<file path="config.mk">
export PLATFORM = sky130hd
export DESIGN_NAME = sort_engine_top
export DESIGN_NICKNAME = d
export VERILOG_FILES = /design/src/hdl/xbar_pkg.sv /design/src/hdl/sort_engine_top.sv /design/src/hdl/stage_timer.sv /design/src/hdl/sort_ctrl_fsm.sv /design/src/hdl/frame_regs.sv /design/src/hdl/batcher_xbar.sv /design/src/hdl/compare_switch.sv
export SDC_FILE = /design/constraint.sdc
export NUM_CORES = 2
export LEC_CHECK = 0
export ABC_AREA = 1
export BUFFER_PORTS_ARGS = -buffer_cell sky130_fd_sc_hd__clkbuf_2
export CAP_MARGIN = 30
export CORE_ASPECT_RATIO = 2
export CORE_MARGIN = 4
export CORE_UTILIZATION = 51
export CTS_BUF_LIST = sky130_fd_sc_hd__clkbuf_8 sky130_fd_sc_hd__clkbuf_16
export DETAILED_ROUTE_END_ITERATION = 8
export PLACE_DENSITY = 0.74
export SLEW_MARGIN = 20
export SYNTH_ARGS = -nofsm -noshare
export SYNTH_HDL_FRONTEND = slang
export SYNTH_SLANG_ARGS = --single-unit
</file>
<file path="constraint.sdc">
create_clock -name xif -period 2.3 [get_ports xif]
set_input_delay 0.46 -clock xif [delete_from_list [all_inputs] [get_ports xif]]
set_output_delay 0.46 -clock xif [all_outputs]
set_load 0.02 [all_outputs]
</file>
<file path="src/hdl/xbar_pkg.sv">
// Sorting crossbar shared definitions
// Frame geometry, the AXI4-Lite bus bundles, the register map
// and the controller state encoding

package xbar_pkg;

    // ----------------------------------------------------------
    // Frame geometry
    // ----------------------------------------------------------
    localparam int num_ports  = 8;
    localparam int tag_width  = 3;  // log2 of num_ports
    localparam int key_width  = 16;
    localparam int num_stages = tag_width * (tag_width + 1) / 2;

    typedef logic [key_width-1:0]              key_t;
    typedef logic [tag_width-1:0]              tag_t;
    typedef logic [$clog2(num_stages)-1:0]     count_t;

    typedef struct packed {
        tag_t tag;  // Slot the key was written to
        key_t key;
    } entry_t;

    typedef entry_t [num_ports-1:0] frame_t;

    // ----------------------------------------------------------
    // AXI4-Lite
    // ----------------------------------------------------------
    typedef logic [7:0]  axil_addr_t;
    typedef logic [31:0] axil_data_t;
    typedef logic [3:0]  axil_strb_t;
    typedef logic [1:0]  axil_resp_t;

    localparam axil_resp_t resp_okay   = 2'b00;
    localparam axil_resp_t resp_slverr = 2'b10;

    typedef struct packed {
        axil_addr_t awaddr;
        logic       awvalid;
        axil_data_t wdata;
        axil_strb_t wstrb;
        logic       wvalid;
        logic       bready;
        axil_addr_t araddr;
        logic       arvalid;
        logic       rready;
    } axil_req_t;

    typedef struct packed {
        logic       awready;
        logic       wready;
        axil_resp_t bresp;
        logic       bvalid;
        logic       arready;
        axil_data_t rdata;
        axil_resp_t rresp;
        logic       rvalid;
    } axil_rsp_t;

    // Register map, byte offsets
    localparam axil_addr_t key_base    = 8'h00;
    localparam axil_addr_t result_base = 8'h40;
    localparam axil_addr_t ctrl_addr   = 8'h80;
    localparam axil_addr_t status_addr = 8'h84;
    localparam axil_addr_t slot_mask   = 8'he3;  // Keeps region and alignment bits

    typedef enum logic [1:0] {
        idle,
        run,
        capture
    } sort_state_t;

endpackage
</file>
<file path="src/hdl/sort_engine_top.sv">
// Sorting crossbar top level
// Register block, sort controller, latency timer and bitonic network.
// Software loads eight keys over AXI4-Lite, starts a sort and reads
// back the keys in ascending order with their source slot tags

`timescale 1ns/1ns

module sort_engine_top (
    input  logic                xif,
    input  logic                reset,
    input  xbar_pkg::axil_req_t axil_req,
    output xbar_pkg::axil_rsp_t axil_rsp
);

    xbar_pkg::frame_t in_frame;
    xbar_pkg::frame_t sorted;
    logic             start_req;
    logic             timer_load;
    logic             expired;
    logic             capture;
    logic             busy;
    logic             done;

    frame_regs u_regs (
        .xif       (xif),
        .reset     (reset),
        .axil_req  (axil_req),
        .capture   (capture),
        .busy      (busy),
        .done      (done),
        .sorted    (sorted),
        .axil_rsp  (axil_rsp),
        .in_frame  (in_frame),
        .start_req (start_req)
    );

    sort_ctrl_fsm u_ctrl (
        .xif        (xif),
        .reset      (reset),
        .start_req  (start_req),
        .expired    (expired),
        .timer_load (timer_load),
        .capture    (capture),
        .busy       (busy),
        .done       (done)
    );

    stage_timer u_timer (
        .xif     (xif),
        .reset   (reset),
        .load    (timer_load),
        .expired (expired)
    );

    // Free running, the controller only decides when to capture
    batcher_xbar u_xbar (
        .xif       (xif),
        .reset     (reset),
        .in_frame  (in_frame),
        .out_frame (sorted)
    );

endmodule

</file>
<file path="src/hdl/stage_timer.sv">
// Pipeline latency timer
// Loads num_stages minus 1, counts down to zero and holds there.
// expired stays high while the count is zero

`timescale 1ns/1ns

module stage_timer (
    input  logic xif,
    input  logic reset,
    input  logic load,
    output logic expired
);

    xbar_pkg::count_t count;

    always_ff @(posedge xif) begin
        if (reset) begin
            count <= '0;
        end else if (load) begin
            count <= xbar_pkg::count_t'(xbar_pkg::num_stages - 1);
        end else if (count != '0) begin
            count <= count - 1'b1;
        end
    end

    assign expired = count == '0;

endmodule

</file>
<file path="src/hdl/sort_ctrl_fsm.sv">
// Sort controller
// Launches a wavefront into the network on start, waits for the
// stage timer and loads the result buffer on the exact edge the
// launched frame reaches the network output

`timescale 1ns/1ns

module sort_ctrl_fsm (
    input  logic xif,
    input  logic reset,
    input  logic start_req,
    input  logic expired,
    output logic timer_load,
    output logic capture,
    output logic busy,
    output logic done
);

    xbar_pkg::sort_state_t state;

    // The launch edge is the one leaving idle
    assign timer_load = (state == xbar_pkg::idle) && start_req;

    // Fires on the edge that leaves run, num_stages edges after launch
    assign capture = (state == xbar_pkg::run) && expired;

    always_ff @(posedge xif) begin
        if (reset) begin
            state <= xbar_pkg::idle;
            busy  <= 1'b0;
            done  <= 1'b0;
        end else begin
            case (state)
                xbar_pkg::idle: begin
                    if (start_req) begin
                        state <= xbar_pkg::run;
                        busy  <= 1'b1;
                        done  <= 1'b0;
                    end
                end
                xbar_pkg::run: begin
                    if (expired) state <= xbar_pkg::capture;
                end
                xbar_pkg::capture: begin
                    state <= xbar_pkg::idle;
                    busy  <= 1'b0;  // Cleared on the same edge done rises
                    done  <= 1'b1;
                end
                default: state <= xbar_pkg::idle;
            endcase
        end
    end

endmodule

</file>
<file path="src/hdl/frame_regs.sv">
// AXI4-Lite register block of the sorting crossbar
// Holds the eight input keys, the result buffer and the status bits.
// Writes wait for both AW and W, reads take one cycle, and no new
// request is taken while a response is still pending

`timescale 1ns/1ns

module frame_regs (
    input  logic                xif,
    input  logic                reset,
    input  xbar_pkg::axil_req_t axil_req,
    input  logic                capture,
    input  logic                busy,
    input  logic                done,
    input  xbar_pkg::frame_t    sorted,
    output xbar_pkg::axil_rsp_t axil_rsp,
    output xbar_pkg::frame_t    in_frame,
    output logic                start_req
);

    xbar_pkg::key_t       keys_q [xbar_pkg::num_ports];
    xbar_pkg::frame_t     result_q;
    logic                 awready_q, bvalid_q, arready_q, rvalid_q;
    xbar_pkg::axil_resp_t bresp_q, rresp_q;
    xbar_pkg::axil_data_t rdata_q, rd_word;
    logic                 wr_fire, rd_fire;
    logic                 wr_key, wr_ctrl, wr_mapped;
    logic                 rd_key, rd_result, rd_status, rd_mapped;
    xbar_pkg::tag_t       wr_slot, rd_slot;

    // ----------------------------------------------------------
    // Address decode
    // ----------------------------------------------------------
    assign wr_slot   = axil_req.awaddr[4:2];
    assign wr_key    = (axil_req.awaddr & xbar_pkg::slot_mask) == xbar_pkg::key_base;
    assign wr_ctrl   = axil_req.awaddr == xbar_pkg::ctrl_addr;
    assign wr_mapped = wr_key || wr_ctrl || axil_req.awaddr == xbar_pkg::status_addr ||
                       (axil_req.awaddr & xbar_pkg::slot_mask) == xbar_pkg::result_base;

    assign rd_slot   = axil_req.araddr[4:2];
    assign rd_key    = (axil_req.araddr & xbar_pkg::slot_mask) == xbar_pkg::key_base;
    assign rd_result = (axil_req.araddr & xbar_pkg::slot_mask) == xbar_pkg::result_base;
    assign rd_status = axil_req.araddr == xbar_pkg::status_addr;
    assign rd_mapped = rd_key || rd_result || rd_status ||
                       axil_req.araddr == xbar_pkg::ctrl_addr;

    assign wr_fire = awready_q && axil_req.awvalid && axil_req.wvalid;
    assign rd_fire = arready_q && axil_req.arvalid;

    always_comb begin
        rd_word = '0;  // Unmapped and control reads return zero
        if (rd_key) begin
            rd_word = xbar_pkg::axil_data_t'(keys_q[rd_slot]);
        end else if (rd_result) begin
            rd_word = xbar_pkg::axil_data_t'(result_q[rd_slot]);
        end else if (rd_status) begin
            rd_word = {30'd0, done, busy};
        end
    end

    // ----------------------------------------------------------
    // Write channel and key storage
    // ----------------------------------------------------------
    always_ff @(posedge xif) begin
        if (reset) begin
            awready_q <= 1'b0;
            bvalid_q  <= 1'b0;
            start_req <= 1'b0;
            for (int i = 0; i < xbar_pkg::num_ports; i++) begin
                keys_q[i] <= '0;
            end
        end else begin
            awready_q <= axil_req.awvalid && axil_req.wvalid && !awready_q && !bvalid_q;
            start_req <= 1'b0;
            if (bvalid_q && axil_req.bready) begin
                bvalid_q <= 1'b0;
            end
            if (wr_fire) begin
                bvalid_q <= 1'b1;
                if (wr_key) begin
                    if (axil_req.wstrb[0]) keys_q[wr_slot][7:0]  <= axil_req.wdata[7:0];
                    if (axil_req.wstrb[1]) keys_q[wr_slot][15:8] <= axil_req.wdata[15:8];
                end else if (wr_ctrl) begin
                    start_req <= axil_req.wdata[0];
                end
            end
        end
    end

    always_ff @(posedge xif) begin
        if (wr_fire) begin
            bresp_q <= wr_mapped ? xbar_pkg::resp_okay : xbar_pkg::resp_slverr;
        end
    end

    // ----------------------------------------------------------
    // Read channel and result buffer
    // ----------------------------------------------------------
    always_ff @(posedge xif) begin
        if (reset) begin
            arready_q <= 1'b0;
            rvalid_q  <= 1'b0;
            result_q  <= '0;  // Results read back as zero until the first sort
        end else begin
            arready_q <= axil_req.arvalid && !arready_q && !rvalid_q;
            if (rvalid_q && axil_req.rready) begin
                rvalid_q <= 1'b0;
            end
            if (rd_fire) begin
                rvalid_q <= 1'b1;
            end
            if (capture) begin
                result_q <= sorted;
            end
        end
    end

    always_ff @(posedge xif) begin
        if (rd_fire) begin
            rdata_q <= rd_word;
            rresp_q <= rd_mapped ? xbar_pkg::resp_okay : xbar_pkg::resp_slverr;
        end
    end

    always_comb begin
        axil_rsp.awready = awready_q;
        axil_rsp.wready  = awready_q;  // AW and W always handshake together
        axil_rsp.bresp   = bresp_q;
        axil_rsp.bvalid  = bvalid_q;
        axil_rsp.arready = arready_q;
        axil_rsp.rdata   = rdata_q;
        axil_rsp.rresp   = rresp_q;
        axil_rsp.rvalid  = rvalid_q;
    end

    // Each entry is tagged with its own slot number
    always_comb begin
        for (int i = 0; i < xbar_pkg::num_ports; i++) begin
            in_frame[i].key = keys_q[i];
            in_frame[i].tag = xbar_pkg::tag_t'(i);
        end
    end

endmodule

</file>
<file path="src/hdl/batcher_xbar.sv">
// Pipelined bitonic sorting network
// One register rank per network stage, so a frame presented at the
// input appears sorted in ascending key order num_stages edges later.
// A new wavefront may enter on every clock

`timescale 1ns/1ns

module batcher_xbar (
    input  logic             xif,
    input  logic             reset,
    input  xbar_pkg::frame_t in_frame,
    output xbar_pkg::frame_t out_frame
);

    xbar_pkg::frame_t stage_q [1:xbar_pkg::num_stages];
    xbar_pkg::frame_t stage_d [1:xbar_pkg::num_stages];

    // ----------------------------------------------------------
    // Pipeline ranks
    // ----------------------------------------------------------
    always_ff @(posedge xif) begin
        if (reset) begin
            for (int s = 1; s <= xbar_pkg::num_stages; s++) begin
                stage_q[s] <= '0;
            end
        end else begin
            for (int s = 1; s <= xbar_pkg::num_stages; s++) begin
                stage_q[s] <= stage_d[s];
            end
        end
    end

    // ----------------------------------------------------------
    // Network nodes
    // ----------------------------------------------------------
    for (genvar p = 1; p <= xbar_pkg::tag_width; p++) begin : g_merge
        localparam int k = 1 << p;  // Size of the bitonic block being merged
        for (genvar q = p; q >= 1; q--) begin : g_step
            localparam int j = 1 << (q - 1);  // Pair distance
            localparam int stage = (p - 1) * p / 2 + (p - q + 1);

            xbar_pkg::frame_t src;

            if (stage == 1) begin : g_first
                assign src = in_frame;
            end else begin : g_later
                assign src = stage_q[stage-1];
            end

            for (genvar i = 0; i < xbar_pkg::num_ports; i++) begin : g_node
                localparam int ixj = i ^ j;

                if (ixj > i) begin : g_pair
                    xbar_pkg::entry_t ord_lo;
                    xbar_pkg::entry_t ord_hi;

                    // Smaller key to the lower index
                    compare_switch u_order (
                        .a    (src[i]),
                        .b    (src[ixj]),
                        .swap (src[ixj].key < src[i].key),
                        .lo   (ord_lo),
                        .hi   (ord_hi)
                    );

                    // Reverse inside descending blocks
                    compare_switch u_dir (
                        .a    (ord_lo),
                        .b    (ord_hi),
                        .swap ((i & k) != 0),
                        .lo   (stage_d[stage][i]),
                        .hi   (stage_d[stage][ixj])
                    );
                end
            end
        end
    end

    assign out_frame = stage_q[xbar_pkg::num_stages];

endmodule

</file>
<file path="src/hdl/compare_switch.sv">
// Two-entry exchange element
// Passes a and b straight through, or crosses them when swap is set.
// Key and tag move together as one entry

`timescale 1ns/1ns

module compare_switch (
    input  xbar_pkg::entry_t a,
    input  xbar_pkg::entry_t b,
    input  logic             swap,
    output xbar_pkg::entry_t lo,
    output xbar_pkg::entry_t hi
);

    always_comb begin
        if (swap) begin
            lo = b;
            hi = a;
        end else begin
            lo = a;
            hi = b;
        end
    end

endmodule

</file>
==> metrics.cfg <==
[grt]
grt_start_max_net_pins=137
grt-ovfl-total=0
gr_util_met3_pct=2.73
grt_pass1_wl_um=254000
antenna_found_initial=5
grt_pass1_vias=46998
groute.layer.met2.usage_pct=50.8
tot_gr_track_use_pct=26.9
grt_most_used_layer=met2
met1_usage_pct=25.6

[drt]
vias_per_cell=5.47
first_iter_violations=3120
routedWlPerCell_um=18.0
route.final.wire_length_um=166000
drc=0
postRouteAntennaNets=0
drt_first_pass_iters=7
routed-via-count=50443

[layout]
multi_input_comb_area_um2=27300
layout.cells.non_filler=9217
finalInstanceArea_um2=64500
final_net_count=8050
layout-drive-gt1-share_pct=8.30
filler_cell_count=10387
area_growth_syn_to_layout_pct=10.0
area.sequential_um2=25500

[logic_synthesis]
yosysSeqAreaShare_pct=43.5
library_cell_occupying_the_most_area_in_the_post_synthesis_netlist=dfxtp_1
cell_types_with_the_largest_area_share_after_synthesis=dfxtp_1 36%, nand2_1 8.6%, ha_1 7.7%, edfxtp_1 7.6%, nand3_1 7.5%
post_synth_inst_count=7753
yosysUniqueCellTypes=45
syn_area_um2=58600
yosys.cell_count.top_type=nand2_1
post_synth.cell_area_avg_um2=7.56
asyncSetResetFlopFracSynth_pct=0
synth-warning-count=0
ys_top_cells_by_count=1348 x nand2_1, 1051 x dfxtp_1, 987 x nor2_1, 875 x nand3_1, 789 x inv_1
number_of_flops_mapped_to_enable_cells_by_yosys=149
synth.ff_latch_count=1200
synth-main-ff-cell=dfxtp_1
portion_of_synthesized_cell_area_occupied_by_the_leading_cell_type_pct=35.9

[clock_network]
htreeDepth=3
tritoncts=yes
cts-root-buf=clkbuf_16
cts.path.max_buffers=3
cts_made_buffers=96
clock_sinks=1200
worstSkewPairLatency_ns=0.70
clkTransAtPathRegs_ns=0.07

[critical_path]
path_common_cell=buf_4
crit_arrival_ns=2.87
critPathRequiredTime_ns=2.90
worst_setup_start_kind=register
critical_path.max_stage_delay_ns=0.37
end_kind=register
crit_type=reg -> reg
beginning_of_the_worst_register_to_register_path=u_xbar.stage_q[2][91]$_SDFF_PP0_
setup.reg_to_reg.worst_slack_ns=0.03
r2r.worst_path.cells=11
timing.critical_path.cells=inv_1, ha_1, nand4_1, buf_4, nor2_2, buf_4, nand2_4, clkbuf_16, nand3_1, nand2_1, nor2_1
crit_path_max_fanout=16
cp-startpoint=u_xbar.stage_q[2][91]$_SDFF_PP0_
critPathTopFamily=simple AND/OR/NAND/NOR gates
critPathCapture=u_xbar.stage_q[3][101]$_SDFF_PP0_
worst_path_buf_inv=4
cp.depth=11
critical_path.slowest_cell=dfxtp_1
regToRegEndpoint=u_xbar.stage_q[3][101]$_SDFF_PP0_

[die]
die_width_um=248
i_o_pins=100
core_area_um2=114000
initial_core_util_pct=51.5
die-area_um2=121000
die-height_um=487
rows=175

[placement]
placement.cell_area_um2=60900
globalplace.congestion=0.957
place_inst=9025
dp_slack_ns=-0.153
dp_hpwl_um=129000
portBuffers=66

[timing]
finalSetupViolations=0
fmaxAchievable_mhz=440
rsz_0062_raised_after_global_routing=false
fin_skew_ns=0.0248
finalMaxSlewViolations=0
timing.final.crit_share_pct=98.8
tightest_slew_ns=0.753
timing.max_slew.rel_slack_pct=49.8
finalHoldViolCount=0
final.setup.worst_slack_ns=0.0265
min_period_ns=2.27

[job]
timing.max_cap.violations=0

[power_and_ir_drop]
total_leakage_power_uw=0.0297
peakVddDrop_mv=1.74
pwr_density_nw_per_um2=1560

[run_status]
outcome=completed

[min_path]
hold_path.class=in -> reg
worstHoldPathCells=4

## how the worst min path moves through the flow
stage / slack [ns] / end / from
final: 0.06 / u_regs.start_req$_SDFF_PP0_ / axil_req[49]
after global routing: 0.06 / u_regs.start_req$_SDFF_PP0_ / axil_req[50]
after CTS: 0.008 / u_regs.start_req$_SDFF_PP0_ / axil_req[49]
after detailed placement: 0.44 / u_regs.arready_q$_SDFF_PP0_ / u_regs.arready_q$_SDFF_PP0_
after global placement: 0.42 / u_xbar.stage_q[2][113]$_SDFF_PP0_ / u_xbar.stage_q[1][150]$_DFF_P_
after floorplan: 0.41 / u_xbar.stage_q[2][113]$_SDFF_PP0_ / u_xbar.stage_q[1][150]$_DFF_P_
## power breakdown
group          total (µW)  switching, µW  leakage [µW]  internal (µW)
combinational       53900          33700        0.0178          20200
clock               17500           7700       0.00173           9820
sequential          29100           3220        0.0101          25800
## kinds of logic after synthesis
| family | synth area share, % |
|---|---|
| compound gates | 9.34 |
| buf+inv | 10.3 |
| fa+ha+maj | 7.73 |
| simple gates | 29.1 |
| other cells | 0.00640 |
| flops | 43.5 |
## per-layer routing
metal / part of all wire (%) / wire, µm
met2: 53 / 87900
met5: 0 / 0
met3: 3.7 / 6140
met4: 10 / 17000
met1: 33 / 55300
## metrics by stage
step / setup TNS, ns / power (µW) / util, % / hold slack, ns
2_1_floorplan: 0 / 70000 / - / 0.411
3_3_place_gp: -0.324 / 81100 / 53.5 / 0.419
3_5_place_dp: -0.259 / 82600 / 53.5 / 0.438
4_1_cts: 0 / 100000 / 56.5 / 0.00778
5_1_grt: 0 / 109000 / 56.6 / 0.0617
6_report: 0 / 100000 / 56.6 / 0.0638
## sequential cells by signal, indices dropped and copies added (netlist names), 2 cells and up
register and count:
u_regs.keys_q 128, u_xbar.stage_q 887, u_regs.rdata_q 19, u_regs.result_q 152
u_timer.count 3, u_ctrl.state 2
## cells in the final DEF (no fill, tap or decap), types with 6 or more instances in the layout
| cell | count |
|---|---|
| nand3_1 | 875 |
| inv_4 | 6 |
| o211ai_1 | 21 |
| clkinv_2 | 13 |
| nor2_1 | 982 |
| a21oi_1 | 662 |
| nor2_4 | 18 |
| o21a_1 | 14 |
| nand2_4 | 7 |
| nand2_2 | 53 |
| conb_1 | 15 |
| clkbuf_2 | 66 |
| o21ai_0 | 244 |
| nand3_2 | 50 |
| nor2_2 | 12 |
| nand4_1 | 431 |
| clkbuf_8 | 13 |
| nor3_1 | 35 |
| buf_12 | 85 |
| inv_1 | 800 |
| bufinv_16 | 10 |
| clkinv_4 | 7 |
| inv_6 | 9 |
| clkbuf_16 | 106 |
| buf_4 | 163 |
| edfxtp_1 | 149 |
| o2111ai_1 | 48 |
| o21ai_1 | 18 |
| dfxtp_1 | 1049 |
| ha_1 | 362 |
| a31oi_1 | 6 |
| dlygate4sd3_1 | 6 |
| o21bai_1 | 6 |
| nand2_1 | 1334 |
## layout make-up
cell class              count  share of cell area [%]
diodes                      3                  0.0116
clock buffers             117                    4.31
clock inverters            62                   0.986
inverters                 799                    4.67
multi-input cells        5209                    42.3
flip-flops and latches   1200                    39.6
well taps                1504                    2.92
repair buffers            323                    5.24
## worst reg2reg max path: stages (launching register included)
cell	delay, ns
dfxtp_1	0.37
inv_1	0.08
ha_1	0.32
nand4_1	0.19
buf_4	0.22
nor2_2	0.13
buf_4	0.16
nand2_4	0.10
clkbuf_16	0.23
nand3_1	0.09
nand2_1	0.05
nor2_1	0.21
## timing repair
action | 4_1_cts | 5_1_grt
hold endpoints to repair | 5 | 0
gates cloned | 0 | 3
resized for setup | 4 | 8
hold buffers | 6 | 0
pin swaps | 1 | 3
buffers inserted | 0 | 1
setup endpoints to repair | 11 | 58
Note: power is estimated with default switching activity, not from simulation.
